$ cat src/include/mips_consts.svh
`ifndef MIPS_CONSTS_SVH
`define MIPS_CONSTS_SVH

// data word width in bits
`define MIPS_XLEN 32

// number of architectural registers
`define MIPS_NREGS 32

// register address width
// must cover MIPS_NREGS entries
`define MIPS_REG_AW 5

// width of the instruction immediate field
`define MIPS_IMM_W 16

// width of the retired instruction counter
`define MIPS_CNT_W 16

`endif
$ cat src/rtl/mips_pkg.sv
`default_nettype none

package mips_pkg;

    `include "mips_consts.svh"

    // one data word
    typedef logic [`MIPS_XLEN-1:0] word_t;

    // register number
    typedef logic [`MIPS_REG_AW-1:0] reg_addr_t;

    // primary opcode field, inst[31:26]
    typedef enum logic [5:0]
    {
        OP_RTYPE = 6'd0,
        OP_ADDI  = 6'd8,
        OP_ANDI  = 6'd12,
        OP_ORI   = 6'd13
    } opcode_e;

    // r-type funct field, inst[5:0]
    typedef enum logic [5:0]
    {
        F_ADD = 6'd32,
        F_SUB = 6'd34,
        F_AND = 6'd36,
        F_OR  = 6'd37,
        F_SLT = 6'd42
    } funct_e;

    // internal alu operation
    typedef enum logic [2:0]
    {
        ALU_ADD,
        ALU_SUB,
        ALU_AND,
        ALU_OR,
        ALU_SLT
    } alu_op_e;

endpackage

`default_nettype wire

$ cat src/rtl/mips_datapath.sv
`timescale 1ns/1ns
`default_nettype none

`include "mips_consts.svh"

module mips_datapath
(
    input  wire logic                  clk,
    input  wire logic                  arst_n,
    input  wire logic                  inst_valid,
    input  wire mips_pkg::word_t       inst,
    output logic                       result_valid,
    output mips_pkg::word_t            result,
    output mips_pkg::reg_addr_t        result_reg,
    output logic                       illegal,
    output logic [`MIPS_CNT_W-1:0]     retired_count
);

    // decoder to execute
    logic                d_valid;
    logic                d_illegal;
    logic                d_use_imm;
    mips_pkg::reg_addr_t d_rs;
    mips_pkg::reg_addr_t d_rt;
    mips_pkg::reg_addr_t d_wr_addr;
    mips_pkg::alu_op_e   d_alu_op;
    mips_pkg::word_t     d_imm;

    // execute to result stage
    logic                x_valid;
    logic                x_illegal;
    mips_pkg::reg_addr_t x_wr_addr;
    mips_pkg::word_t     x_result;

    // write-back and bypass path
    logic                wb_valid;
    mips_pkg::reg_addr_t wb_addr;
    mips_pkg::word_t     wb_data;

    inst_decoder u_inst_decoder
    (
        .clk        (clk),
        .arst_n     (arst_n),
        .inst_valid (inst_valid),
        .inst       (inst),
        .d_rs       (d_rs),
        .d_rt       (d_rt),
        .d_wr_addr  (d_wr_addr),
        .d_alu_op   (d_alu_op),
        .d_imm      (d_imm),
        .d_valid    (d_valid),
        .d_illegal  (d_illegal),
        .d_use_imm  (d_use_imm)
    );

    exec_unit u_exec_unit
    (
        .clk       (clk),
        .arst_n    (arst_n),
        .d_valid   (d_valid),
        .d_illegal (d_illegal),
        .d_rs      (d_rs),
        .d_rt      (d_rt),
        .d_wr_addr (d_wr_addr),
        .d_alu_op  (d_alu_op),
        .d_use_imm (d_use_imm),
        .d_imm     (d_imm),
        .wb_valid  (wb_valid),
        .wb_addr   (wb_addr),
        .wb_data   (wb_data),
        .x_valid   (x_valid),
        .x_illegal (x_illegal),
        .x_wr_addr (x_wr_addr),
        .x_result  (x_result)
    );

    result_stage u_result_stage
    (
        .clk           (clk),
        .arst_n        (arst_n),
        .x_valid       (x_valid),
        .x_illegal     (x_illegal),
        .x_wr_addr     (x_wr_addr),
        .x_result      (x_result),
        .result_valid  (result_valid),
        .result        (result),
        .result_reg    (result_reg),
        .illegal       (illegal),
        .retired_count (retired_count),
        .wb_valid      (wb_valid),
        .wb_addr       (wb_addr),
        .wb_data       (wb_data)
    );

endmodule

`default_nettype wire

$ cat src/rtl/result_stage.sv
`timescale 1ns/1ns
`default_nettype none

`include "mips_consts.svh"

module result_stage
(
    input  wire logic                  clk,
    input  wire logic                  arst_n,
    input  wire logic                  x_valid,
    input  wire logic                  x_illegal,
    input  wire mips_pkg::reg_addr_t   x_wr_addr,
    input  wire mips_pkg::word_t       x_result,
    output logic                       result_valid,
    output mips_pkg::word_t            result,
    output mips_pkg::reg_addr_t        result_reg,
    output logic                       illegal,
    output logic [`MIPS_CNT_W-1:0]     retired_count,
    output logic                       wb_valid,
    output mips_pkg::reg_addr_t        wb_addr,
    output mips_pkg::word_t            wb_data
);

    always_ff @(posedge clk or negedge arst_n)
    begin
        if (!arst_n)
        begin
            result_valid  <= 1'b0;
            illegal       <= 1'b0;
            result        <= '0;
            result_reg    <= '0;
            retired_count <= '0;
        end
        else
        begin
            result_valid <= x_valid;
            // one-cycle pulse per illegal instruction
            illegal      <= x_illegal;
            // payload only follows valid results
            if (x_valid)
            begin
                result        <= x_result;
                result_reg    <= x_wr_addr;
                // wraps on overflow
                retired_count <= retired_count + 1'b1;
            end
        end
    end

    // write-back uses the same registered result
    assign wb_valid = result_valid;
    assign wb_addr  = result_reg;
    assign wb_data  = result;

    // an illegal slot never retires
    assert property (@(posedge clk) disable iff (!arst_n) !(illegal && result_valid));

endmodule

`default_nettype wire

$ cat src/rtl/exec_unit.sv
`timescale 1ns/1ns
`default_nettype none

module exec_unit
(
    input  wire logic                  clk,
    input  wire logic                  arst_n,
    input  wire logic                  d_valid,
    input  wire logic                  d_illegal,
    input  wire mips_pkg::reg_addr_t   d_rs,
    input  wire mips_pkg::reg_addr_t   d_rt,
    input  wire mips_pkg::reg_addr_t   d_wr_addr,
    input  wire mips_pkg::alu_op_e     d_alu_op,
    input  wire logic                  d_use_imm,
    input  wire mips_pkg::word_t       d_imm,
    input  wire logic                  wb_valid,
    input  wire mips_pkg::reg_addr_t   wb_addr,
    input  wire mips_pkg::word_t       wb_data,
    output logic                       x_valid,
    output logic                       x_illegal,
    output mips_pkg::reg_addr_t        x_wr_addr,
    output mips_pkg::word_t            x_result
);

    mips_pkg::word_t rf_data1;
    mips_pkg::word_t rf_data2;
    mips_pkg::word_t src_a;
    mips_pkg::word_t src_b;
    mips_pkg::word_t op_b;
    logic            fwd_a;
    logic            fwd_b;

    // written from the result registers, one cycle behind
    reg_file u_reg_file
    (
        .clk      (clk),
        .arst_n   (arst_n),
        .rd_addr1 (d_rs),
        .rd_addr2 (d_rt),
        .wr_en    (wb_valid),
        .wr_addr  (wb_addr),
        .wr_data  (wb_data),
        .rd_data1 (rf_data1),
        .rd_data2 (rf_data2)
    );

    // bypass from the previous result when it targets a source
    // r0 never forwards
    assign fwd_a = wb_valid && (wb_addr != '0) && (wb_addr == d_rs);
    assign fwd_b = wb_valid && (wb_addr != '0) && (wb_addr == d_rt);

    assign src_a = fwd_a ? wb_data : rf_data1;
    assign src_b = fwd_b ? wb_data : rf_data2;

    // second operand
    assign op_b = d_use_imm ? d_imm : src_b;

    always_comb
    begin
        case (d_alu_op)
            // add and sub simply wrap
            mips_pkg::ALU_ADD: x_result = src_a + op_b;
            mips_pkg::ALU_SUB: x_result = src_a - op_b;
            mips_pkg::ALU_AND: x_result = src_a & op_b;
            mips_pkg::ALU_OR:  x_result = src_a | op_b;
            // signed compare, 1 or 0
            mips_pkg::ALU_SLT: x_result = mips_pkg::word_t'($signed(src_a) < $signed(op_b));
            default:           x_result = '0;
        endcase
    end

    // control passes straight to the result stage
    assign x_valid   = d_valid;
    assign x_illegal = d_illegal;
    assign x_wr_addr = d_wr_addr;

endmodule

`default_nettype wire

$ cat src/rtl/reg_file.sv
`timescale 1ns/1ns
`default_nettype none

`include "mips_consts.svh"

module reg_file
(
    input  wire logic                  clk,
    input  wire logic                  arst_n,
    input  wire mips_pkg::reg_addr_t   rd_addr1,
    input  wire mips_pkg::reg_addr_t   rd_addr2,
    input  wire logic                  wr_en,
    input  wire mips_pkg::reg_addr_t   wr_addr,
    input  wire mips_pkg::word_t       wr_data,
    output mips_pkg::word_t            rd_data1,
    output mips_pkg::word_t            rd_data2
);

    // architectural registers
    mips_pkg::word_t regs [`MIPS_NREGS];

    always_ff @(posedge clk or negedge arst_n)
    begin
        if (!arst_n)
        begin
            for (int i = 0; i < `MIPS_NREGS; i++)
            begin
                regs[i] <= '0;
            end
        end
        else if (wr_en && (wr_addr != '0))
        begin
            // r0 stays at zero
            regs[wr_addr] <= wr_data;
        end
    end

    // combinational reads, r0 hardwired
    assign rd_data1 = (rd_addr1 == '0) ? '0 : regs[rd_addr1];
    assign rd_data2 = (rd_addr2 == '0) ? '0 : regs[rd_addr2];

    // write address must be known when a write is requested
    assert property (@(posedge clk) disable iff (!arst_n) wr_en |-> !$isunknown(wr_addr));

endmodule

`default_nettype wire

$ cat src/rtl/inst_decoder.sv
`timescale 1ns/1ns
`default_nettype none

`include "mips_consts.svh"

module inst_decoder
(
    input  wire logic              clk,
    input  wire logic              arst_n,
    input  wire logic              inst_valid,
    input  wire mips_pkg::word_t   inst,
    output mips_pkg::reg_addr_t    d_rs,
    output mips_pkg::reg_addr_t    d_rt,
    output mips_pkg::reg_addr_t    d_wr_addr,
    output mips_pkg::alu_op_e      d_alu_op,
    output mips_pkg::word_t        d_imm,
    output logic                   d_valid,
    output logic                   d_illegal,
    output logic                   d_use_imm
);

    // instruction fields
    mips_pkg::opcode_e             opcode;
    mips_pkg::funct_e              funct;
    logic [`MIPS_IMM_W-1:0]        imm_field;

    // combinational decode results
    mips_pkg::alu_op_e             alu_op;
    mips_pkg::word_t               ext_imm;
    logic                          legal;
    logic                          use_imm;
    logic                          reg_dst;
    logic                          sign_ext;

    assign opcode    = mips_pkg::opcode_e'(inst[31:26]);
    assign funct     = mips_pkg::funct_e'(inst[5:0]);
    assign imm_field = inst[`MIPS_IMM_W-1:0];

    always_comb
    begin
        // defaults match an r-type add
        alu_op   = mips_pkg::ALU_ADD;
        legal    = 1'b1;
        use_imm  = 1'b0;
        reg_dst  = 1'b0;
        sign_ext = 1'b0;
        case (opcode)
            mips_pkg::OP_RTYPE:
            begin
                // destination is rd
                reg_dst = 1'b1;
                case (funct)
                    mips_pkg::F_ADD: alu_op = mips_pkg::ALU_ADD;
                    mips_pkg::F_SUB: alu_op = mips_pkg::ALU_SUB;
                    mips_pkg::F_AND: alu_op = mips_pkg::ALU_AND;
                    mips_pkg::F_OR:  alu_op = mips_pkg::ALU_OR;
                    mips_pkg::F_SLT: alu_op = mips_pkg::ALU_SLT;
                    default:         legal  = 1'b0;
                endcase
            end
            mips_pkg::OP_ADDI:
            begin
                alu_op   = mips_pkg::ALU_ADD;
                use_imm  = 1'b1;
                sign_ext = 1'b1;
            end
            mips_pkg::OP_ANDI:
            begin
                alu_op  = mips_pkg::ALU_AND;
                use_imm = 1'b1;
            end
            mips_pkg::OP_ORI:
            begin
                alu_op  = mips_pkg::ALU_OR;
                use_imm = 1'b1;
            end
            default:
            begin
                legal = 1'b0;
            end
        endcase
    end

    // sign extension for addi only, zero fill for logic ops
    assign ext_imm = sign_ext ?
        {{(`MIPS_XLEN-`MIPS_IMM_W){imm_field[`MIPS_IMM_W-1]}}, imm_field} :
        {{(`MIPS_XLEN-`MIPS_IMM_W){1'b0}}, imm_field};

    always_ff @(posedge clk or negedge arst_n)
    begin
        if (!arst_n)
        begin
            d_valid   <= 1'b0;
            d_illegal <= 1'b0;
            d_use_imm <= 1'b0;
            d_rs      <= '0;
            d_rt      <= '0;
            d_wr_addr <= '0;
            d_alu_op  <= mips_pkg::ALU_ADD;
            d_imm     <= '0;
        end
        else
        begin
            d_valid   <= inst_valid && legal;
            d_illegal <= inst_valid && !legal;
            d_use_imm <= use_imm;
            d_rs      <= inst[25:21];
            d_rt      <= inst[20:16];
            // reg_dst picks rd for r-type, rt otherwise
            d_wr_addr <= reg_dst ? inst[15:11] : inst[20:16];
            d_alu_op  <= alu_op;
            d_imm     <= ext_imm;
        end
    end

    // a strobed instruction word is fully known
    assert property (@(posedge clk) disable iff (!arst_n) inst_valid |-> !$isunknown(inst));

endmodule

`default_nettype wire

$ cat config.mk
export PLATFORM = sky130hd
export DESIGN_NAME = mips_datapath
export DESIGN_NICKNAME = d
export VERILOG_FILES = /design/src/rtl/mips_pkg.sv /design/src/rtl/mips_datapath.sv /design/src/rtl/result_stage.sv /design/src/rtl/exec_unit.sv /design/src/rtl/reg_file.sv /design/src/rtl/inst_decoder.sv
export VERILOG_INCLUDE_DIRS = /design/src /design/src/include
export SDC_FILE = /design/constraint.sdc
export NUM_CORES = 2
export LEC_CHECK = 0
export ABC_CLOCK_PERIOD_IN_PS = 6100
export BUFFER_PORTS_ARGS = -buffer_cell sky130_fd_sc_hd__buf_2
export CORE_ASPECT_RATIO = 0.75
export CORE_MARGIN = 2
export CORE_UTILIZATION = 45
export DETAILED_ROUTE_END_ITERATION = 16
export HOLD_SLACK_MARGIN = 0.15
export PLACE_DENSITY_LB_ADDON = 0.12
export SETUP_SLACK_MARGIN = 0.3
export SKIP_LAST_GASP = 1
export SYNTH_ARGS = -nofsm -noshare
export SYNTH_HDL_FRONTEND = slang
export SYNTH_SLANG_ARGS = --single-unit
$ cat constraint.sdc
create_clock -name clk -period 6.1 [get_ports clk]
set_clock_uncertainty 0.15 [all_clocks]
set_input_delay 1.22 -clock clk [delete_from_list [all_inputs] [get_ports clk]]
set_output_delay 1.22 -clock clk [all_outputs]
set_load 0.005 [all_outputs]
==> summary.txt <==
Post-layout util - 51.75%
Fin nets - 4673
Crit path setup slack, layout - 0.3552 ns
Synth warn - 0
Yosys cell types - 82
Die Y - 327.3 um
Logic pwr share - 9.5%
Mapped Cells - 4475
Clk pwr share - 45.6%
Cts hold-fix bufs - 0
Final WL - 212300 um
1st-pass router iterations - 7
First-pass GRT wire length - 308600 um
GRT busiest layer - met1
GR Util met1 - 44.32%
DRC errors left - 0
DRT iter0 DRCs - 4358
Worst-Margin Slew - 1.338 ns
Final Cell Area - 71510 um^2
NetSw - 0.004415 W
CTS sink count - 1117
Slowest cell on the critical path - mux4_2
CP Launch Type - register
Initial antenna violation count - 3
Max reg flops - 1024
Drt wl/cell - 32.67 um
Std-Cell Rows - 118
Number of synthesized flops with an enable pin - 0
PortBufs - 89
CP arrival - 6.28 ns
Placer Congestion - 0.9811
# setup viols final - 0
Layout cell share with drive strength beyond 1 - 49.83%
H-tree Lvls - 3
CP peak stage delay - 0.52 ns
Initial Util - 45.37%
VDD IR max - 257.4 uV
Average cell area after synthesis - 14.01 um^2
Top FF cell, synth - dfrtp_1
Slew headroom - 10.62%
DR vias/cell - 6.462
WP data required - 6.64 ns
Critical path endpoint category - register
Area growth syn-to-layout - 14.06%
Final hold violation count - 0
Seq cells post-synth - 1117
Placed Area - 66540 um^2
Clock slew at reported path FFs - 0.07 ns
Pwr per Cell Area - 237.7 nW/um^2
Sw Ratio - 25.97%
Crit-path leading delay family - multiplexers
Die width - 435 um
Lkg Pwr - 32.76 nW
DRT antenna net count - 0
Mapped cell area - 62700 um^2
CTS tree - done
Sequential element share of the synthesized area - 44.58%
Min-Delay Path Class - reg2reg
Residual overflow from global routing - 0
Share of synthesized registers carrying an async set or reset - 100.0%
Final period utilization - 94.18%
Most common cell on crit path - mux4_2
Root Driver - clkbuf_16
Fmax - 0.1741 GHz
Max-Cap Viols - 0
Final Slew Violations - 0
CORE AREA - 138200 um^2
Met2 Usage GRT - 44.07%
Gr usage total - 29.76%
Worst-Skew Late Latency - 0.78 ns
Final setup TNS - 0 ns
CTS buffer count - 116
I/O pins - 90
Pre-CTS WS - 0.1365 ns
Status - finished clean
Internal - 0.01258 W
Met3 global-route usage - 5.818%
Crit path time final - 5.745 ns
Largest net degree at the start of global routing - 149
Register share of total power - 44.9%
Vias post-DR - 41990
Die Area - 142400 um^2
Post-Syn Nets - 4612
Crit-path max FO - 10
Vias in the first global route - 41730
WHS - 0.2007 ns
Max clock buf depth - 3
Buf/Inv on CP - 2
Setup CP Type - reg2reg
Crit-path cells - buf_4 -> buf_12 -> mux4_2 -> mux4_2 -> mux2i_1 -> o21ai_0 -> ha_1 -> or4_4 -> or3_1 -> or3b_4 -> a311oi_4 -> o21ai_2 -> or3_4 -> a311o_1 -> mux2_4 -> a2bb2oi_2
RSZ-0062 raised after global routing - no
HPWL Detailed - 128500 um
[worst register-to-register path: cells and delay by family (launching register included)]
kind            cells  cell delay, ns
fa+ha+maj           1            0.32
simple gates        4            1.66
compound gates      5            1.00
flops               1            0.46
mux                 4            1.68
buf+inv             2            0.39
[layout make-up]
class | instances | area [um^2]
diodes | 2 | 5.005
multi-input cells | 2791 | 33150
clock buffers | 156 | 3276
clock inverters | 62 | 819.5
fillers | 11880 | 66680
repair buffers | 407 | 3555
well taps | 1860 | 2327
inverters | 103 | 386.6
flip-flops and latches | 1117 | 27990
[kinds of logic after synthesis]
| group | Yosys count | synth area share, % |
|---|---|---|
| adder cells (fa/ha/maj) | 102 | 2.060 |
| multiplexers | 1722 | 40.66 |
| AND/OR/NAND/NOR | 420 | 3.179 |
| XOR/XNOR | 46 | 0.6426 |
| flip-flops | 1117 | 44.58 |
| AO/OA/AOI/OAI | 501 | 5.418 |
| buffers and inverters | 567 | 3.459 |
[layout by cell type (no fill, tap or decap), types with 38 or more instances in the layout]
cell type and n:
clkbuf_16 121, buf_4 261, inv_1 101, mux2i_1 131
nand2_1 130, mux4_2 556, mux2_2 1032, buf_2 88
a21oi_1 100, o21ai_0 107, buf_12 38, nor2_1 82
ha_1 92, dfrtp_1 1106
[layer usage]
layer / wire (um) / vias to the layer above / share of wire, %
met5: 12 / - / 0.0057
met4: 7834 / 2 / 3.7
met3: 15840 / 340 / 7.5
met2: 93560 / 1664 / 44
met1: 95020 / 22740 / 45
li1: - / 17250 / -
[synth_stat cells, types with 34 or more instances]
library cell | instances | area [um^2]
dfrtp_1 | 1117 | 27950
mux2_2 | 1033 | 11630
mux4_2 | 556 | 12520
clkbuf_1 | 356 | 1336
nand2_1 | 147 | 551.8
mux2i_1 | 132 | 1321
o21ai_0 | 115 | 575.6
a21oi_1 | 105 | 525.5
inv_1 | 102 | 382.9
ha_1 | 100 | 1251
nor2_1 | 100 | 375.4
buf_1 | 85 | 319.1
a221oi_1 | 40 | 350.3
xnor2_1 | 34 | 297.8
[per-stage QoR]
stage | power [W] | instances
2_1_floorplan | 0.008546 | 4475
3_3_place_gp | 0.009322 | 6232
3_5_place_dp | 0.009327 | 6232
4_1_cts | 0.01706 | 6458
5_1_grt | 0.01755 | 6496
6_report | 0.01700 | 6498
[power groups by stage]
| stage | registers (W) | logic [W] | clock network, W |
|---|---|---|---|
| 2_1_floorplan | 0.00771 | 0.000836 | 0 |
| 4_1_cts | 0.00763 | 0.00157 | 0.00786 |
| 3_3_place_gp | 0.00777 | 0.00155 | 0 |
| 6_report | 0.00764 | 0.00162 | 0.00774 |
| 5_1_grt | 0.00764 | 0.00173 | 0.00818 |
| 3_5_place_dp | 0.00777 | 0.00155 | 0 |
[worst paths after layout]
check / startpoint / endpoint / slack, ns / depth (start not counted)
setup / recovery: u_inst_decoder.d_rs[0] / u_result_stage.result[26] / 0.36 / 16
hold / removal: u_inst_decoder.d_illegal / u_result_stage.illegal / 0.20 / 0
setup reg to reg: u_inst_decoder.d_rs[0] / u_result_stage.result[26] / 0.36 / 16
hold reg to reg: u_inst_decoder.d_illegal / u_result_stage.illegal / 0.20 / 0
max in group asynchronous: arst_n / u_exec_unit.u_reg_file.regs[318] / 4.04 / 2
min in group asynchronous: arst_n / u_exec_unit.u_reg_file.regs[853] / 0.35 / 1
[timing repair]
action                     in CTS  in global routing
resized for setup               8                 82
gates cloned                    1                  3
setup endpoints to repair       4                 17
pin swaps                       1                 11
buffers inserted                7                 35
Power figures use the tool's default switching activity.
